**config.mk**
```make
export PLATFORM = sky130hd
export DESIGN_NAME = dm_top
export DESIGN_NICKNAME = d
export VERILOG_FILES = /design/src/logic/dmi_pkg.sv /design/src/logic/hart_pkg.sv /design/src/logic/dm_buffer_mem.sv /design/src/logic/dm_abstract_cmd.sv /design/src/logic/dm_dmi_regs.sv /design/src/logic/dm_top.sv
export VERILOG_INCLUDE_DIRS = /design/src /design/src/logic
export SDC_FILE = /design/constraint.sdc
export NUM_CORES = 1
export LEC_CHECK = 0
export BUFFER_PORTS_ARGS = -buffer_cell sky130_fd_sc_hd__buf_2
export CAP_MARGIN = 40
export CELL_PAD_IN_SITES_DETAIL_PLACEMENT = 1
export CELL_PAD_IN_SITES_GLOBAL_PLACEMENT = 1
export CORE_MARGIN = 2
export CORE_UTILIZATION = 25
export CTS_CLUSTER_DIAMETER = 120
export DETAILED_ROUTE_END_ITERATION = 6
export GPL_TIMING_DRIVEN = 0
export PLACE_DENSITY_LB_ADDON = 0.1
export SLEW_MARGIN = 20
export SYNTH_ARGS = -nofsm -noshare
export SYNTH_HDL_FRONTEND = slang
export SYNTH_SLANG_ARGS = --single-unit
```
**constraint.sdc**
```tcl
create_clock -name clk_i -period 6.8 [get_ports clk_i]
set_input_delay 0 -clock clk_i [delete_from_list [all_inputs] [get_ports clk_i]]
set_output_delay 0 -clock clk_i [all_outputs]
set_load 0.05 [all_outputs]
```
**src/logic/dm_consts.svh**
```systemverilog
// Debug module constants
`ifndef DM_CONSTS_SVH
`define DM_CONSTS_SVH

// Hart register access
`define DM_XLEN            64
`define DM_PREG_BITS       6
`define DM_LREG_BITS       5

// Program and data buffer
`define DM_PROGBUF_WORDS   4
`define DM_DATA_WORDS      2
`define DM_BUF_WORDS       6
`define DM_FETCH_ADDR_BITS 3
`define DM_EBREAK          32'h0010_0073

// DMI bus
`define DM_DMI_ADDR_BITS   7
`define DM_DMI_DATA_BITS   32

// Abstract command regno window for the GPRs
`define DM_REGNO_GPR_FIRST 16'h1000
`define DM_REGNO_GPR_LAST  16'h101f

`endif

```
**src/logic/dmi_pkg.sv**
```systemverilog
// Debugger side types
`include "dm_consts.svh"

package dmi_pkg;

    typedef logic [`DM_DMI_ADDR_BITS-1:0] dmi_addr_t;
    typedef logic [`DM_DMI_DATA_BITS-1:0] dmi_data_t;

    typedef enum logic [1:0] {
        dmi_nop   = 2'd0,
        dmi_read  = 2'd1,
        dmi_write = 2'd2
    } dmi_op_t;

    // Response codes reuse the op field
    parameter dmi_op_t dmi_success = dmi_nop;
    parameter dmi_op_t dmi_failed  = dmi_write;

    typedef enum logic [`DM_DMI_ADDR_BITS-1:0] {
        reg_data0      = 7'h04,
        reg_data1      = 7'h05,
        reg_dmcontrol  = 7'h10,
        reg_dmstatus   = 7'h11,
        reg_hartinfo   = 7'h12,
        reg_abstractcs = 7'h16,
        reg_command    = 7'h17,
        reg_progbuf0   = 7'h20,
        reg_progbuf1   = 7'h21,
        reg_progbuf2   = 7'h22,
        reg_progbuf3   = 7'h23,
        reg_sbcs       = 7'h38
    } dm_reg_e;

    typedef enum logic [1:0] {st_idle, st_respond, st_cmd_busy} dm_state_e;

endpackage

```
**src/logic/hart_pkg.sv**
```systemverilog
// Hart side types
`include "dm_consts.svh"

package hart_pkg;

    // Register values and numbers
    typedef logic [`DM_XLEN-1:0]      xlen_t;
    typedef logic [`DM_LREG_BITS-1:0] lreg_t;
    typedef logic [`DM_PREG_BITS-1:0] preg_t;

    // Word index into the program and data buffer
    typedef logic [`DM_FETCH_ADDR_BITS-1:0] buf_idx_t;

    // Abstract command error codes
    typedef enum logic [2:0] {
        cmderr_none          = 3'd0,
        cmderr_not_supported = 3'd2,
        cmderr_halt_resume   = 3'd4
    } cmderr_e;

endpackage

```
**src/logic/dm_buffer_mem.sv**
```systemverilog
// Program and data buffer
`timescale 1ns/1ps
`include "dm_consts.svh"

module dm_buffer_mem (
    input  logic               clk_i,
    input  logic               rstn_i,
    input  logic               dmi_buf_we_i,
    input  hart_pkg::buf_idx_t dmi_buf_idx_i,
    input  dmi_pkg::dmi_data_t dmi_buf_wdata_i,
    input  logic               cmd_buf_we_i,
    input  logic               cmd_buf_wide_i,
    input  hart_pkg::xlen_t    cmd_buf_wdata_i,
    input  logic               fetch_en_i,
    input  hart_pkg::buf_idx_t fetch_addr_i,
    output dmi_pkg::dmi_data_t buf_rdata_o,
    output hart_pkg::xlen_t    cmd_data_in_o,
    output dmi_pkg::dmi_data_t fetch_rdata_o
);

    // Progbuf words first, data words after them
    localparam int unsigned data_base = `DM_PROGBUF_WORDS;

    dmi_pkg::dmi_data_t words_q [`DM_BUF_WORDS];

    always_ff @(posedge clk_i or negedge rstn_i) begin
        if (!rstn_i) begin
            for (int i = 0; i < `DM_BUF_WORDS; i++) begin
                words_q[i] <= '0;
            end
        end else if (cmd_buf_we_i) begin   // Register read result wins
            words_q[data_base] <= cmd_buf_wdata_i[31:0];
            if (cmd_buf_wide_i) begin
                words_q[data_base + 1] <= cmd_buf_wdata_i[63:32];
            end
        end else if (dmi_buf_we_i && dmi_buf_idx_i < `DM_BUF_WORDS) begin
            words_q[dmi_buf_idx_i] <= dmi_buf_wdata_i;
        end
    end

    assign buf_rdata_o   = (dmi_buf_idx_i < `DM_BUF_WORDS) ? words_q[dmi_buf_idx_i] : '0;
    assign cmd_data_in_o = {words_q[data_base + 1], words_q[data_base]};

    // Past the last word the hart sees ebreak
    always_comb begin
        if (!fetch_en_i) begin
            fetch_rdata_o = '0;
        end else if (fetch_addr_i >= `DM_BUF_WORDS) begin
            fetch_rdata_o = `DM_EBREAK;
        end else begin
            fetch_rdata_o = words_q[fetch_addr_i];
        end
    end

endmodule

```
**src/logic/dm_abstract_cmd.sv**
```systemverilog
// Abstract register access engine
`timescale 1ns/1ps

module dm_abstract_cmd (
    input  logic            clk_i,
    input  logic            rstn_i,
    input  logic            cmd_start_i,
    input  hart_pkg::lreg_t cmd_lreg_i,
    input  logic            cmd_write_i,
    input  logic            cmd_wide_i,
    input  hart_pkg::xlen_t cmd_data_in_i,
    input  hart_pkg::preg_t rnm_read_resp_i,
    input  hart_pkg::xlen_t rf_rdata_i,
    output logic            cmd_done_o,
    output logic            rnm_read_en_o,
    output hart_pkg::lreg_t rnm_read_reg_o,
    output logic            rf_en_o,
    output hart_pkg::preg_t rf_preg_o,
    output logic            rf_we_o,
    output hart_pkg::xlen_t rf_wdata_o,
    output logic            cmd_buf_we_o,
    output logic            cmd_buf_wide_o,
    output hart_pkg::xlen_t cmd_buf_wdata_o
);

    logic               rename_q;   // Rename lookup cycle
    logic               access_q;   // Register file cycle
    logic               start;
    hart_pkg::lreg_t    lreg_q;
    hart_pkg::preg_t    preg_q;
    logic               write_q, wide_q;
    dmi_pkg::dmi_data_t data_lo;

    // Only one command in flight
    assign start = cmd_start_i && !rename_q && !access_q;

    always_ff @(posedge clk_i or negedge rstn_i) begin
        if (!rstn_i) begin
            rename_q <= 1'b0;
            access_q <= 1'b0;
        end else begin
            rename_q <= start;
            access_q <= rename_q;
        end
    end

    always_ff @(posedge clk_i) begin
        if (start) begin
            lreg_q  <= cmd_lreg_i;
            write_q <= cmd_write_i;
            wide_q  <= cmd_wide_i;
        end
        if (rename_q) preg_q <= rnm_read_resp_i;   // Mapping answered in the same cycle
    end

    assign rnm_read_en_o  = rename_q;
    assign rnm_read_reg_o = lreg_q;

    // 32 bit writes take data0 and zero the upper half
    assign data_lo    = cmd_data_in_i[31:0];
    assign rf_preg_o  = preg_q;
    assign rf_en_o    = access_q && !write_q;
    assign rf_we_o    = access_q && write_q;
    assign rf_wdata_o = wide_q ? cmd_data_in_i : {32'b0, data_lo};

    // Read result goes back to data0, and data1 when wide
    assign cmd_buf_we_o    = access_q && !write_q;
    assign cmd_buf_wide_o  = wide_q;
    assign cmd_buf_wdata_o = rf_rdata_i;

    assign cmd_done_o = access_q;

endmodule

```
**src/logic/dm_dmi_regs.sv**
```systemverilog
// DMI register front end
`timescale 1ns/1ps
`include "dm_consts.svh"

module dm_dmi_regs (
    input  logic               clk_i,
    input  logic               rstn_i,
    input  logic               req_valid_i,
    input  dmi_pkg::dmi_addr_t req_addr_i,
    input  dmi_pkg::dmi_data_t req_data_i,
    input  dmi_pkg::dmi_op_t   req_op_i,
    input  logic               resp_ready_i,
    input  logic               resume_ack_i,
    input  logic               running_i,
    input  logic               halted_i,
    input  logic               havereset_i,
    input  logic               unavail_i,
    input  logic               cmd_done_i,
    input  dmi_pkg::dmi_data_t buf_rdata_i,
    output logic               req_ready_o,
    output logic               resp_valid_o,
    output dmi_pkg::dmi_data_t resp_data_o,
    output dmi_pkg::dmi_op_t   resp_op_o,
    output logic               halt_request_o,
    output logic               resume_request_o,
    output logic               hart_reset_o,
    output logic               cmd_start_o,
    output hart_pkg::lreg_t    cmd_lreg_o,
    output logic               cmd_write_o,
    output logic               cmd_wide_o,
    output logic               dmi_buf_we_o,
    output hart_pkg::buf_idx_t dmi_buf_idx_o,
    output dmi_pkg::dmi_data_t dmi_buf_wdata_o
);

    dmi_pkg::dm_state_e state_q;
    logic               haltreq_q, hartreset_q, dmactive_q, resumereq_q;
    logic               resumeack_q, havereset_q, unavail_q;   // Sticky status
    logic               cmd_start_q;
    hart_pkg::cmderr_e  cmderr_q;
    dmi_pkg::dmi_data_t req_data_q;
    dmi_pkg::dmi_data_t resp_data_q;
    dmi_pkg::dmi_op_t   resp_op_q;
    dmi_pkg::dmi_data_t rd_data, dmstatus, abstractcs;
    logic               accept, is_rd, is_wr, is_buf, dmctl_wr, resume_wr, cmd_bad;

    assign accept = (state_q == dmi_pkg::st_idle) && req_valid_i;
    assign is_rd  = req_op_i == dmi_pkg::dmi_read;
    assign is_wr  = req_op_i == dmi_pkg::dmi_write;
    assign is_buf = req_addr_i inside {dmi_pkg::reg_data0, dmi_pkg::reg_data1,
                                       dmi_pkg::reg_progbuf0, dmi_pkg::reg_progbuf1,
                                       dmi_pkg::reg_progbuf2, dmi_pkg::reg_progbuf3};

    // resumereq only counts when no halt request is pending or written
    assign dmctl_wr  = accept && is_wr && (req_addr_i == dmi_pkg::reg_dmcontrol);
    assign resume_wr = dmctl_wr && req_data_i[30] && !req_data_i[31] && !haltreq_q;

    // cmdtype, regno window, aarsize and postexec
    assign cmd_bad = (req_data_i[31:24] != 8'd0)
                  || (req_data_i[15:0] < `DM_REGNO_GPR_FIRST)
                  || (req_data_i[15:0] > `DM_REGNO_GPR_LAST)
                  || !(req_data_i[22:20] inside {3'd2, 3'd3})
                  || req_data_i[18];

    assign dmstatus = {12'b0, {2{havereset_q}}, {2{resumeack_q}}, 2'b0, {2{unavail_q}},
                       {2{running_i}}, {2{halted_i}}, 1'b1, 3'b0, 4'd3};
    assign abstractcs = {3'b0, 5'(`DM_PROGBUF_WORDS), 13'b0, cmderr_q, 4'b0,
                         4'(`DM_DATA_WORDS)};

    always_comb begin
        rd_data = '0;   // hartinfo, command and holes read zero
        case (req_addr_i)
            dmi_pkg::reg_dmcontrol:  rd_data = {haltreq_q, 1'b0, hartreset_q, 28'b0, dmactive_q};
            dmi_pkg::reg_dmstatus:   rd_data = dmstatus;
            dmi_pkg::reg_abstractcs: rd_data = abstractcs;
            default: begin
                if (is_buf) rd_data = buf_rdata_i;
            end
        endcase
    end

    // Buffer write port; data0/1 map to words 4 and 5
    assign dmi_buf_we_o    = accept && is_wr && is_buf;
    assign dmi_buf_idx_o   = req_addr_i[5] ? {1'b0, req_addr_i[1:0]} : {2'b10, req_addr_i[0]};
    assign dmi_buf_wdata_o = req_data_i;

    always_ff @(posedge clk_i or negedge rstn_i) begin
        if (!rstn_i) begin
            state_q     <= dmi_pkg::st_idle;
            haltreq_q   <= 1'b0;
            hartreset_q <= 1'b0;
            dmactive_q  <= 1'b0;
            cmd_start_q <= 1'b0;
            cmderr_q    <= hart_pkg::cmderr_none;
        end else begin
            cmd_start_q <= 1'b0;
            case (state_q)
                dmi_pkg::st_idle: begin
                    if (accept) begin
                        state_q <= dmi_pkg::st_respond;
                        if (dmctl_wr) begin
                            haltreq_q   <= req_data_i[31];
                            hartreset_q <= req_data_i[29];
                            dmactive_q  <= req_data_i[0];
                        end
                        if (is_wr && req_addr_i == dmi_pkg::reg_abstractcs) begin
                            cmderr_q <= hart_pkg::cmderr_e'(cmderr_q & ~req_data_i[10:8]);
                        end
                        if (is_wr && req_addr_i == dmi_pkg::reg_command &&
                            cmderr_q == hart_pkg::cmderr_none) begin
                            if (!halted_i) begin
                                cmderr_q <= hart_pkg::cmderr_halt_resume;
                            end else if (cmd_bad) begin
                                cmderr_q <= hart_pkg::cmderr_not_supported;
                            end else if (req_data_i[17]) begin   // transfer
                                state_q     <= dmi_pkg::st_cmd_busy;
                                cmd_start_q <= 1'b1;
                            end
                        end
                    end
                end
                dmi_pkg::st_cmd_busy: if (cmd_done_i) state_q <= dmi_pkg::st_respond;
                default: if (resp_ready_i) state_q <= dmi_pkg::st_idle;
            endcase
        end
    end

    // Sticky status and resume request
    always_ff @(posedge clk_i or negedge rstn_i) begin
        if (!rstn_i) begin
            resumereq_q <= 1'b0;
            resumeack_q <= 1'b0;
            havereset_q <= 1'b0;
            unavail_q   <= 1'b0;
        end else begin
            resumereq_q <= resume_wr || (resumereq_q && !resume_ack_i);
            resumeack_q <= resume_wr ? 1'b0 : (resumeack_q || resume_ack_i);
            havereset_q <= (dmctl_wr && req_data_i[28]) ? 1'b0 : (havereset_q || havereset_i);
            unavail_q   <= (dmctl_wr && req_data_i[27]) ? 1'b0 : (unavail_q || unavail_i);
        end
    end

    // Request word and response held until the handshake
    always_ff @(posedge clk_i) begin
        if (accept) begin
            req_data_q  <= req_data_i;
            resp_data_q <= is_rd ? rd_data : '0;
            resp_op_q   <= (is_wr && req_addr_i == dmi_pkg::reg_sbcs) ? dmi_pkg::dmi_failed
                                                                       : dmi_pkg::dmi_success;
        end
    end

    assign req_ready_o      = state_q == dmi_pkg::st_idle;
    assign resp_valid_o     = state_q == dmi_pkg::st_respond;
    assign resp_data_o      = resp_data_q;
    assign resp_op_o        = resp_op_q;
    assign halt_request_o   = haltreq_q;
    assign resume_request_o = resumereq_q;
    assign hart_reset_o     = hartreset_q;

    assign cmd_start_o = cmd_start_q;
    assign cmd_lreg_o  = req_data_q[`DM_LREG_BITS-1:0];
    assign cmd_write_o = req_data_q[16];
    assign cmd_wide_o  = req_data_q[22:20] == 3'd3;   // aarsize 64 bit

endmodule

```
**src/logic/dm_top.sv**
```systemverilog
// Debug module top level
`timescale 1ns/1ps

module dm_top (
    input  logic               clk_i,
    input  logic               rstn_i,
    // DMI request and response
    input  logic               req_valid_i,
    output logic               req_ready_o,
    input  dmi_pkg::dmi_addr_t req_addr_i,
    input  dmi_pkg::dmi_data_t req_data_i,
    input  dmi_pkg::dmi_op_t   req_op_i,
    output logic               resp_valid_o,
    input  logic               resp_ready_i,
    output dmi_pkg::dmi_data_t resp_data_o,
    output dmi_pkg::dmi_op_t   resp_op_o,
    // Run control
    output logic               halt_request_o,
    output logic               resume_request_o,
    output logic               hart_reset_o,
    input  logic               resume_ack_i,
    input  logic               running_i,
    input  logic               halted_i,
    input  logic               havereset_i,
    input  logic               unavail_i,
    // Rename table and register file
    output logic               rnm_read_en_o,
    output hart_pkg::lreg_t    rnm_read_reg_o,
    input  hart_pkg::preg_t    rnm_read_resp_i,
    output logic               rf_en_o,
    output hart_pkg::preg_t    rf_preg_o,
    input  hart_pkg::xlen_t    rf_rdata_i,
    output logic               rf_we_o,
    output hart_pkg::xlen_t    rf_wdata_o,
    // Instruction fetch from the buffer
    input  logic               fetch_en_i,
    input  hart_pkg::buf_idx_t fetch_addr_i,
    output dmi_pkg::dmi_data_t fetch_rdata_o
);

    logic               cmd_start;
    hart_pkg::lreg_t    cmd_lreg;
    logic               cmd_write;
    logic               cmd_wide;
    logic               cmd_done;
    logic               dmi_buf_we;
    hart_pkg::buf_idx_t dmi_buf_idx;
    dmi_pkg::dmi_data_t dmi_buf_wdata;
    dmi_pkg::dmi_data_t buf_rdata;
    hart_pkg::xlen_t    cmd_data_in;
    logic               cmd_buf_we;
    logic               cmd_buf_wide;
    hart_pkg::xlen_t    cmd_buf_wdata;

    dm_dmi_regs u_dmi_regs (
        .clk_i, .rstn_i,
        .req_valid_i, .req_addr_i, .req_data_i, .req_op_i, .req_ready_o,
        .resp_ready_i, .resp_valid_o, .resp_data_o, .resp_op_o,
        .resume_ack_i, .running_i, .halted_i, .havereset_i, .unavail_i,
        .halt_request_o, .resume_request_o, .hart_reset_o,
        .cmd_done_i      (cmd_done),
        .buf_rdata_i     (buf_rdata),
        .cmd_start_o     (cmd_start),
        .cmd_lreg_o      (cmd_lreg),
        .cmd_write_o     (cmd_write),
        .cmd_wide_o      (cmd_wide),
        .dmi_buf_we_o    (dmi_buf_we),
        .dmi_buf_idx_o   (dmi_buf_idx),
        .dmi_buf_wdata_o (dmi_buf_wdata)
    );

    dm_abstract_cmd u_abstract_cmd (
        .clk_i, .rstn_i,
        .cmd_start_i     (cmd_start),
        .cmd_lreg_i      (cmd_lreg),
        .cmd_write_i     (cmd_write),
        .cmd_wide_i      (cmd_wide),
        .cmd_data_in_i   (cmd_data_in),
        .rnm_read_resp_i, .rf_rdata_i,
        .cmd_done_o      (cmd_done),
        .rnm_read_en_o, .rnm_read_reg_o,
        .rf_en_o, .rf_preg_o, .rf_we_o, .rf_wdata_o,
        .cmd_buf_we_o    (cmd_buf_we),
        .cmd_buf_wide_o  (cmd_buf_wide),
        .cmd_buf_wdata_o (cmd_buf_wdata)
    );

    dm_buffer_mem u_buffer_mem (
        .clk_i, .rstn_i,
        .dmi_buf_we_i    (dmi_buf_we),
        .dmi_buf_idx_i   (dmi_buf_idx),
        .dmi_buf_wdata_i (dmi_buf_wdata),
        .cmd_buf_we_i    (cmd_buf_we),
        .cmd_buf_wide_i  (cmd_buf_wide),
        .cmd_buf_wdata_i (cmd_buf_wdata),
        .fetch_en_i, .fetch_addr_i,
        .buf_rdata_o     (buf_rdata),
        .cmd_data_in_o   (cmd_data_in),
        .fetch_rdata_o
    );

endmodule

```
==> Yosys cells after proc, flatten, opt, wreduce, memory -nomap -nowiden <==
Index checks and enable logic that the tools add are counted.
{ "totals": {"in_bits": 124, "romBits": 0, "mem_count": 0, "ram_bits": 0, "regBits": 277, "latch_bits": 0} }
{ "classes": {"multipliers": 0, "magnitude_cmp": 7, "eq_ne": 21, "shift": 0, "n_reduce_logical": 47, "bitwise_logic": 5, "add_sub_neg": 0, "n_mux": 41, "n_div": 0} }
{ "ops": {"columns": ["operator", "n"], "rows": [
  ["$mux W32", 10],
  ["$bmux W32 S3", 2],
  ["$bwmux W192", 1],
  ["$mux W64", 3],
  ["$demux W32 S3", 1],
  ["$pmux W32 S3", 1],
  ["$eq A7 B6 Y1 const B", 5],
  ["$eq A7 B5 Y1 const B", 4],
  ["$logic_and A1 B1 Y1", 20],
  ["$gt A16 B13 Y1 const B", 1],
  ["$lt A16 B13 Y1 const B", 1],
  ["$mux W2", 8],
  ["$mux W3", 5],
  ["$eq A7 B3 Y1 const B", 2],
  ["$eq A3 B2 Y1 const B", 3],
  ["$mux W1", 9],
  ["$ge A4 B4 Y1 const B", 2],
  ["$logic_or A1 B1 Y1", 8],
  ["$not A3 Y4", 2],
  ["$reduce_bool A8 Y1", 1],
  ["$logic_not A1 Y1", 7],
  ["$ne A2 B1 Y1 const B", 3],
  ["$reduce_and A2 Y1", 3],
  ["$reduce_and A3 Y1", 2],
  ["other kinds (14)", 17]
]} }

==> Depth between registers and ports, before layout <==
{ "logic_depth": {"ltp_word": 10, "mapped_depth": 7, "depth_no_buf": 5} }

==> Cells and area by module <==
A second synthesis with hierarchy kept.
{ "unflattened": {"cells_unflattened": 1377, "area_unflattened_um2": 15603.7} }
{ "modules_own_cells": {"columns": ["mod", "cells_per_inst", "instances", "area_per_inst_um2"], "rows": [
  ["dm_buffer_mem", 1011, 1, 11472.3],
  ["dm_dmi_regs", 216, 1, 2687.6],
  ["dm_abstract_cmd", 150, 1, 1443.9]
]} }

==> Worst setup path before layout <==
Ideal clock, no wire load.
{ "synth_timing": {"path_type": "register -> register", "start": "register u_dmi_regs.state_q[0]", "end": "register u_buffer_mem.words_q[100] (netlist name)", "t_arrival_ns": 2.879, "synth_period_minus_slack_ns": 3.004, "n_path_buf": 2, "slack_ns": 3.796, "path_stages_with_launch": 7, "t_required_ns": 6.675, "cell_sequence": "dfrtp_1 buf_6 nor3b_4 nand3_4 nor4_4 buf_6 mux2_4"} }
{ "synth_between": {"elab_chain_cells": 6} }
{ "synth_rtl": {"columns": ["element", "line", "rtl"], "rows": [
  ["start: declaration", "dm_dmi_regs.sv:36", "dmi_pkg::dm_state_e state_q;"],
  ["start signal: assignment", "dm_dmi_regs.sv:89", "state_q <= dmi_pkg::st_idle;"],
  ["start signal: assignment", "dm_dmi_regs.sv:100", "state_q <= dmi_pkg::st_respond;"],
  ["start signal: assignment", "dm_dmi_regs.sv:116", "state_q <= dmi_pkg::st_cmd_busy;"],
  ["$logic_not A2 Y1", "dm_dmi_regs.sv:47", "assign accept = (state_q == dmi_pkg::st_idle) && req_valid_i;"],
  ["$logic_and A1 B1 Y1", "dm_dmi_regs.sv:47", null],
  ["via u_dmi_regs.accept", "dm_dmi_regs.sv:45", "logic accept, is_rd, is_wr, is_buf, dmctl_wr, resume_wr, cmd_bad;"],
  ["$logic_and A1 B1 Y1 (2 in series)", "dm_dmi_regs.sv:83", "assign dmi_buf_we_o = accept && is_wr && is_buf;"],
  ["$logic_and A1 B1 Y1 (no source line)", null, null],
  ["$reduce_and A2 Y1 (no source line)", null, null],
  ["end signal: indexed assignment", "dm_buffer_mem.sv:32", "words_q[data_base] <= cmd_buf_wdata_i[31:0];"],
  ["end signal: indexed assignment", "dm_buffer_mem.sv:34", "words_q[data_base + 1] <= cmd_buf_wdata_i[63:32];"],
  ["end signal: indexed assignment", "dm_buffer_mem.sv:37", "words_q[dmi_buf_idx_i] <= dmi_buf_wdata_i;"],
  ["end: declaration", "dm_buffer_mem.sv:24", "dmi_pkg::dmi_data_t words_q [`DM_BUF_WORDS];"]
]} }
The timed path passes the listed nets, and every way through them passes these cells.
A chain may end at the register's enable or synchronous reset.

==> Worst setup path after layout <==
{ "layout_timing": {"start": "register u_dmi_regs.state_q[1]", "end": "register u_buffer_mem.words_q (netlist bit u_buffer_mem.cmd_data_in_o[47])"} }
{ "layout_between": {"elab_chain_cells": 7} }
{ "layout_rtl": {"columns": ["element", "line"], "rows": [
  ["$logic_not A2 Y1", "dm_dmi_regs.sv:47"],
  ["$logic_and A1 B1 Y1", "dm_dmi_regs.sv:47"],
  ["via u_dmi_regs.accept", "dm_dmi_regs.sv:45"],
  ["$logic_and A1 B1 Y1 (2 in series)", "dm_dmi_regs.sv:83"],
  ["$logic_and A1 B1 Y1 (no source line)", null],
  ["$reduce_bool A2 Y1 (no source line)", null],
  ["$reduce_and A2 Y1 (no source line)", null]
]} }
The timed path passes the listed nets, and every way through them passes these cells.

==> results_dict.tcl <==
set metrics [dict create \
    drv_cap 0 \
    dpl_cell_area_mm2 0.01696 \
    powerDensity_mw_per_mm2 206.3 \
    pin_count 273 \
    cts_tree "built" \
    yosysTopAreaCellShare 0.3612 \
    synth-edff-count 55 \
    syn_nets 1263 \
    cp_top_family "simple AND/OR/NAND/NOR gates" \
    timing_hold_violations_final 0 \
    synth_xor_area_frac 0 \
    cts-buffers-inserted 34 \
    track_usage 0.2127 \
    rows 87 \
    clk_pin_slew_worst_paths_ns 0.06 \
    tns_ns 0 \
    antenna_left 0 \
    antenna_found_initial 4 \
    period_share 0.4970 \
    final_cell_area_mm2 0.01970 \
    startpoint_type "flip-flop" \
    ys_ff_latch 262 \
    grt_remaining_overflow 0 \
    die-area_mm2 0.05930 \
    critPathBufInv 2 \
    clock_latency_ns 0.55 \
    route.detailed.drc 0 \
    max_freq_mhz 295.9 \
    syn_area_per_cell_um2 12.59 \
    ys.flop_type "dfrtp_1" \
    hold_path.class "in -> async" \
    worst_r2r_path_depth 6 \
    wl_per_cell_um 26.27 \
    path_cells "nor3b_4, and2_2, nand3_1, clkbuf_1, o221a_2, dlygate4sd3_1" \
    core_area_mm2 0.05660 \
    cts-root-buf "clkbuf_16" \
    vdd_drop_max_uv 129.1 \
    drive_above_1_share 0.4217 \
    synth_area_leader_cell "dfrtp_1" \
    syn_inst 1139 \
    drt_iter0_markers 706 \
    rsz0062_at_grt "false" \
    synth_top_family_by_area "multiplexers" \
    slew_headroom 0.3826 \
    synth_fa_ha_area_frac 0 \
    cpPeakStageDelay_ns 0.72 \
    clock-sinks 262 \
    leakagePower_uw 0.008881 \
    finalClockSkew_ns 0.02935 \
    min_period_ns 3.379 \
    synth_compound_area_frac 0.06988 \
    worstPathArrival_ns 3.81 \
    start_util 0.2534 \
    tightest_slew_ns 0.9132 \
    synth-simple-area-share 0.1134 \
    nNetsFinal 1752 \
    firstDrtPassIters 5 \
    post-route-worst-setup-slack_ns 3.421 \
    grt_max_degree 83 \
    die_h_um 243.5 \
    grt_pass1_vias 12530 \
    synth-async-reset-ratio 0.7901 \
    setup_viol 0 \
    portBuffers 265 \
    crit_required_ns 7.23 \
    vias 11570 \
    post_cts.repair.setup_buffers 0 \
    syn2layout_area_growth_pct 37.37 \
    ys_seq_area_frac 0.4764 \
    place_congestion 0.8024 \
    die_x_um 243.5 \
    critPathCaptureType "flip-flop" \
    synth_mux_area_frac 0.2835 \
    cp_slowest_cell "nor3b_4" \
    syn_area_mm2 0.01434 \
    criticalPathCategory "reg -> reg" \
    ys_types 61 \
    yosysWarnings 0 \
    cts_buffer_depth 3 \
    drv_slew 0 \
    final_cell_mix "288 x buf_2, 207 x dfrtp_1, 161 x dlygate4sd3_1, 108 x mux2_2, 102 x nand2_1" \
    yosys-top-cells-area "dfrtp_1 36%, edfxtp_1 12%, mux4_2 9.7%" \
    viasPerCell 4.800 \
    cp.depth 6 \
    h-tree-depth 2 \
    dp_slack_ns 3.844 \
    final_common_cell "buf_2" \
    status "completed" \
    drt-total-wl_um 63310 \
    dpl.hpwl_um 45210 \
    crit_path_max_fanout 10 \
    grt_first_pass_wirelength_um 90930 \
]
## flip-flops by register name, summed over array words and instances (netlist names), 2 cells and up
name	cells
u_dmi_regs.req_data_q	9
u_dmi_regs.resp_data_o	32
u_buffer_mem.cmd_data_in_o	64
u_dmi_regs.state_q	2
u_abstract_cmd.rf_preg_o	6
u_abstract_cmd.rnm_read_reg_o	5
u_dmi_regs.cmderr_q	3
u_buffer_mem.words_q	128
## routing by layer
layer | vias up | track usage | part of all wire
met5 | - | 0 | 0
met3 | 56 | 0.04087 | 0.048
met2 | 325 | 0.3470 | 0.47
li1 | 5115 | - | -
met4 | 0 | 0.04376 | 0.016
met1 | 6073 | 0.2935 | 0.47
## final cells by class
type / count / area [um2]
Timing Repair Buffer: 453 / 3313
Inverter: 31 / 116.4
Fill cell: 6247 / 36900
Sequential cell: 262 / 6832
Clock inverter: 15 / 145.1
Antenna cell: 1 / 2.502
Multi-Input combinational cell: 732 / 6704
Clock buffer: 46 / 947.2
Buffer: 114 / 694.4
Tap cell: 756 / 945.9
## timing repair
item	4_1_cts	5_1_grt
hold buffers	161	0
hold endpoints to repair	430	0
resized for setup	0	0
## worst paths after layout
check                                                   start                                         end  slack [ns]
max                         u_dmi_regs.state_q[1]$_DFFE_PN0P_  u_buffer_mem.cmd_data_in_o[47]$_DFFE_PN0P_        3.42
min                                                    rstn_i  u_buffer_mem.cmd_data_in_o[19]$_DFFE_PN0P_        0.03
max reg2reg                 u_dmi_regs.state_q[1]$_DFFE_PN0P_  u_buffer_mem.cmd_data_in_o[47]$_DFFE_PN0P_        3.42
min reg2reg                u_dmi_regs.req_data_q[0]$_DFFE_PP_  u_abstract_cmd.rnm_read_reg_o[0]$_DFFE_PP_        0.42
max in group asynchronous                              rstn_i  u_buffer_mem.cmd_data_in_o[33]$_DFFE_PN0P_        5.93
min in group clk_i                              req_addr_i[2]    u_dmi_regs.resp_data_o[26]$_SDFFCE_PP0P_        0.05
## logic make-up (layout without fill, tap and decap cells)
kind of cell    count (synthesis)  count (layout)
compound gates                133             133
buf+inv                       145             659
flops                         262             262
mux                           296             296
other cells                     1               2
simple gates                  302             302
## Yosys cell counts (all sizes together) (2+ instances only)
| cell | instances |
|---|---|
| and3 | 3 |
| nor2 | 56 |
| mux4 | 62 |
| nor2b | 7 |
| and2 | 62 |
| clkbuf | 36 |
| a21oi | 32 |
| a211oi | 3 |
| nand2b | 5 |
| and3b | 2 |
| a22oi | 3 |
| nand4 | 5 |
| buf | 78 |
| nand2 | 102 |
| mux2i | 65 |
| nor3b | 5 |
| edfxtp | 55 |
| nand3 | 3 |
| o22ai | 33 |
| nor4 | 6 |
| o21ai | 15 |
| dfrtp | 207 |
| nor4b | 4 |
| nor3 | 2 |
| o221a | 38 |
| mux2 | 169 |
| nand3b | 2 |
| o21a | 2 |
| or2 | 33 |
| inv | 31 |
## stage by stage
stage	power [uW]	hold WS [ns]	util	instances
3_5_place_dp	2191	0.05658	0.2996	2184
2_1_floorplan	1959	-0.2956	-	1139
6_report	4065	0.02708	0.3480	2410
4_1_cts	4120	0.005536	0.3474	2406
3_3_place_gp	2172	0.1799	0.2935	2160
5_1_grt	4211	0.04605	0.3480	2409
## tightest hold or removal path, cell delays in order
cell           delay, ns
dlygate4sd3_1       0.56
buf_8               0.11
buf_16              0.32
## report_power, final
part / switching (uW) / internal [uW]
combinational: 339 / 212
clock: 753 / 1090
sequential: 28.3 / 1640
total: 1120 / 2940
No activity file was read; power rests on OpenSTA's default activity.
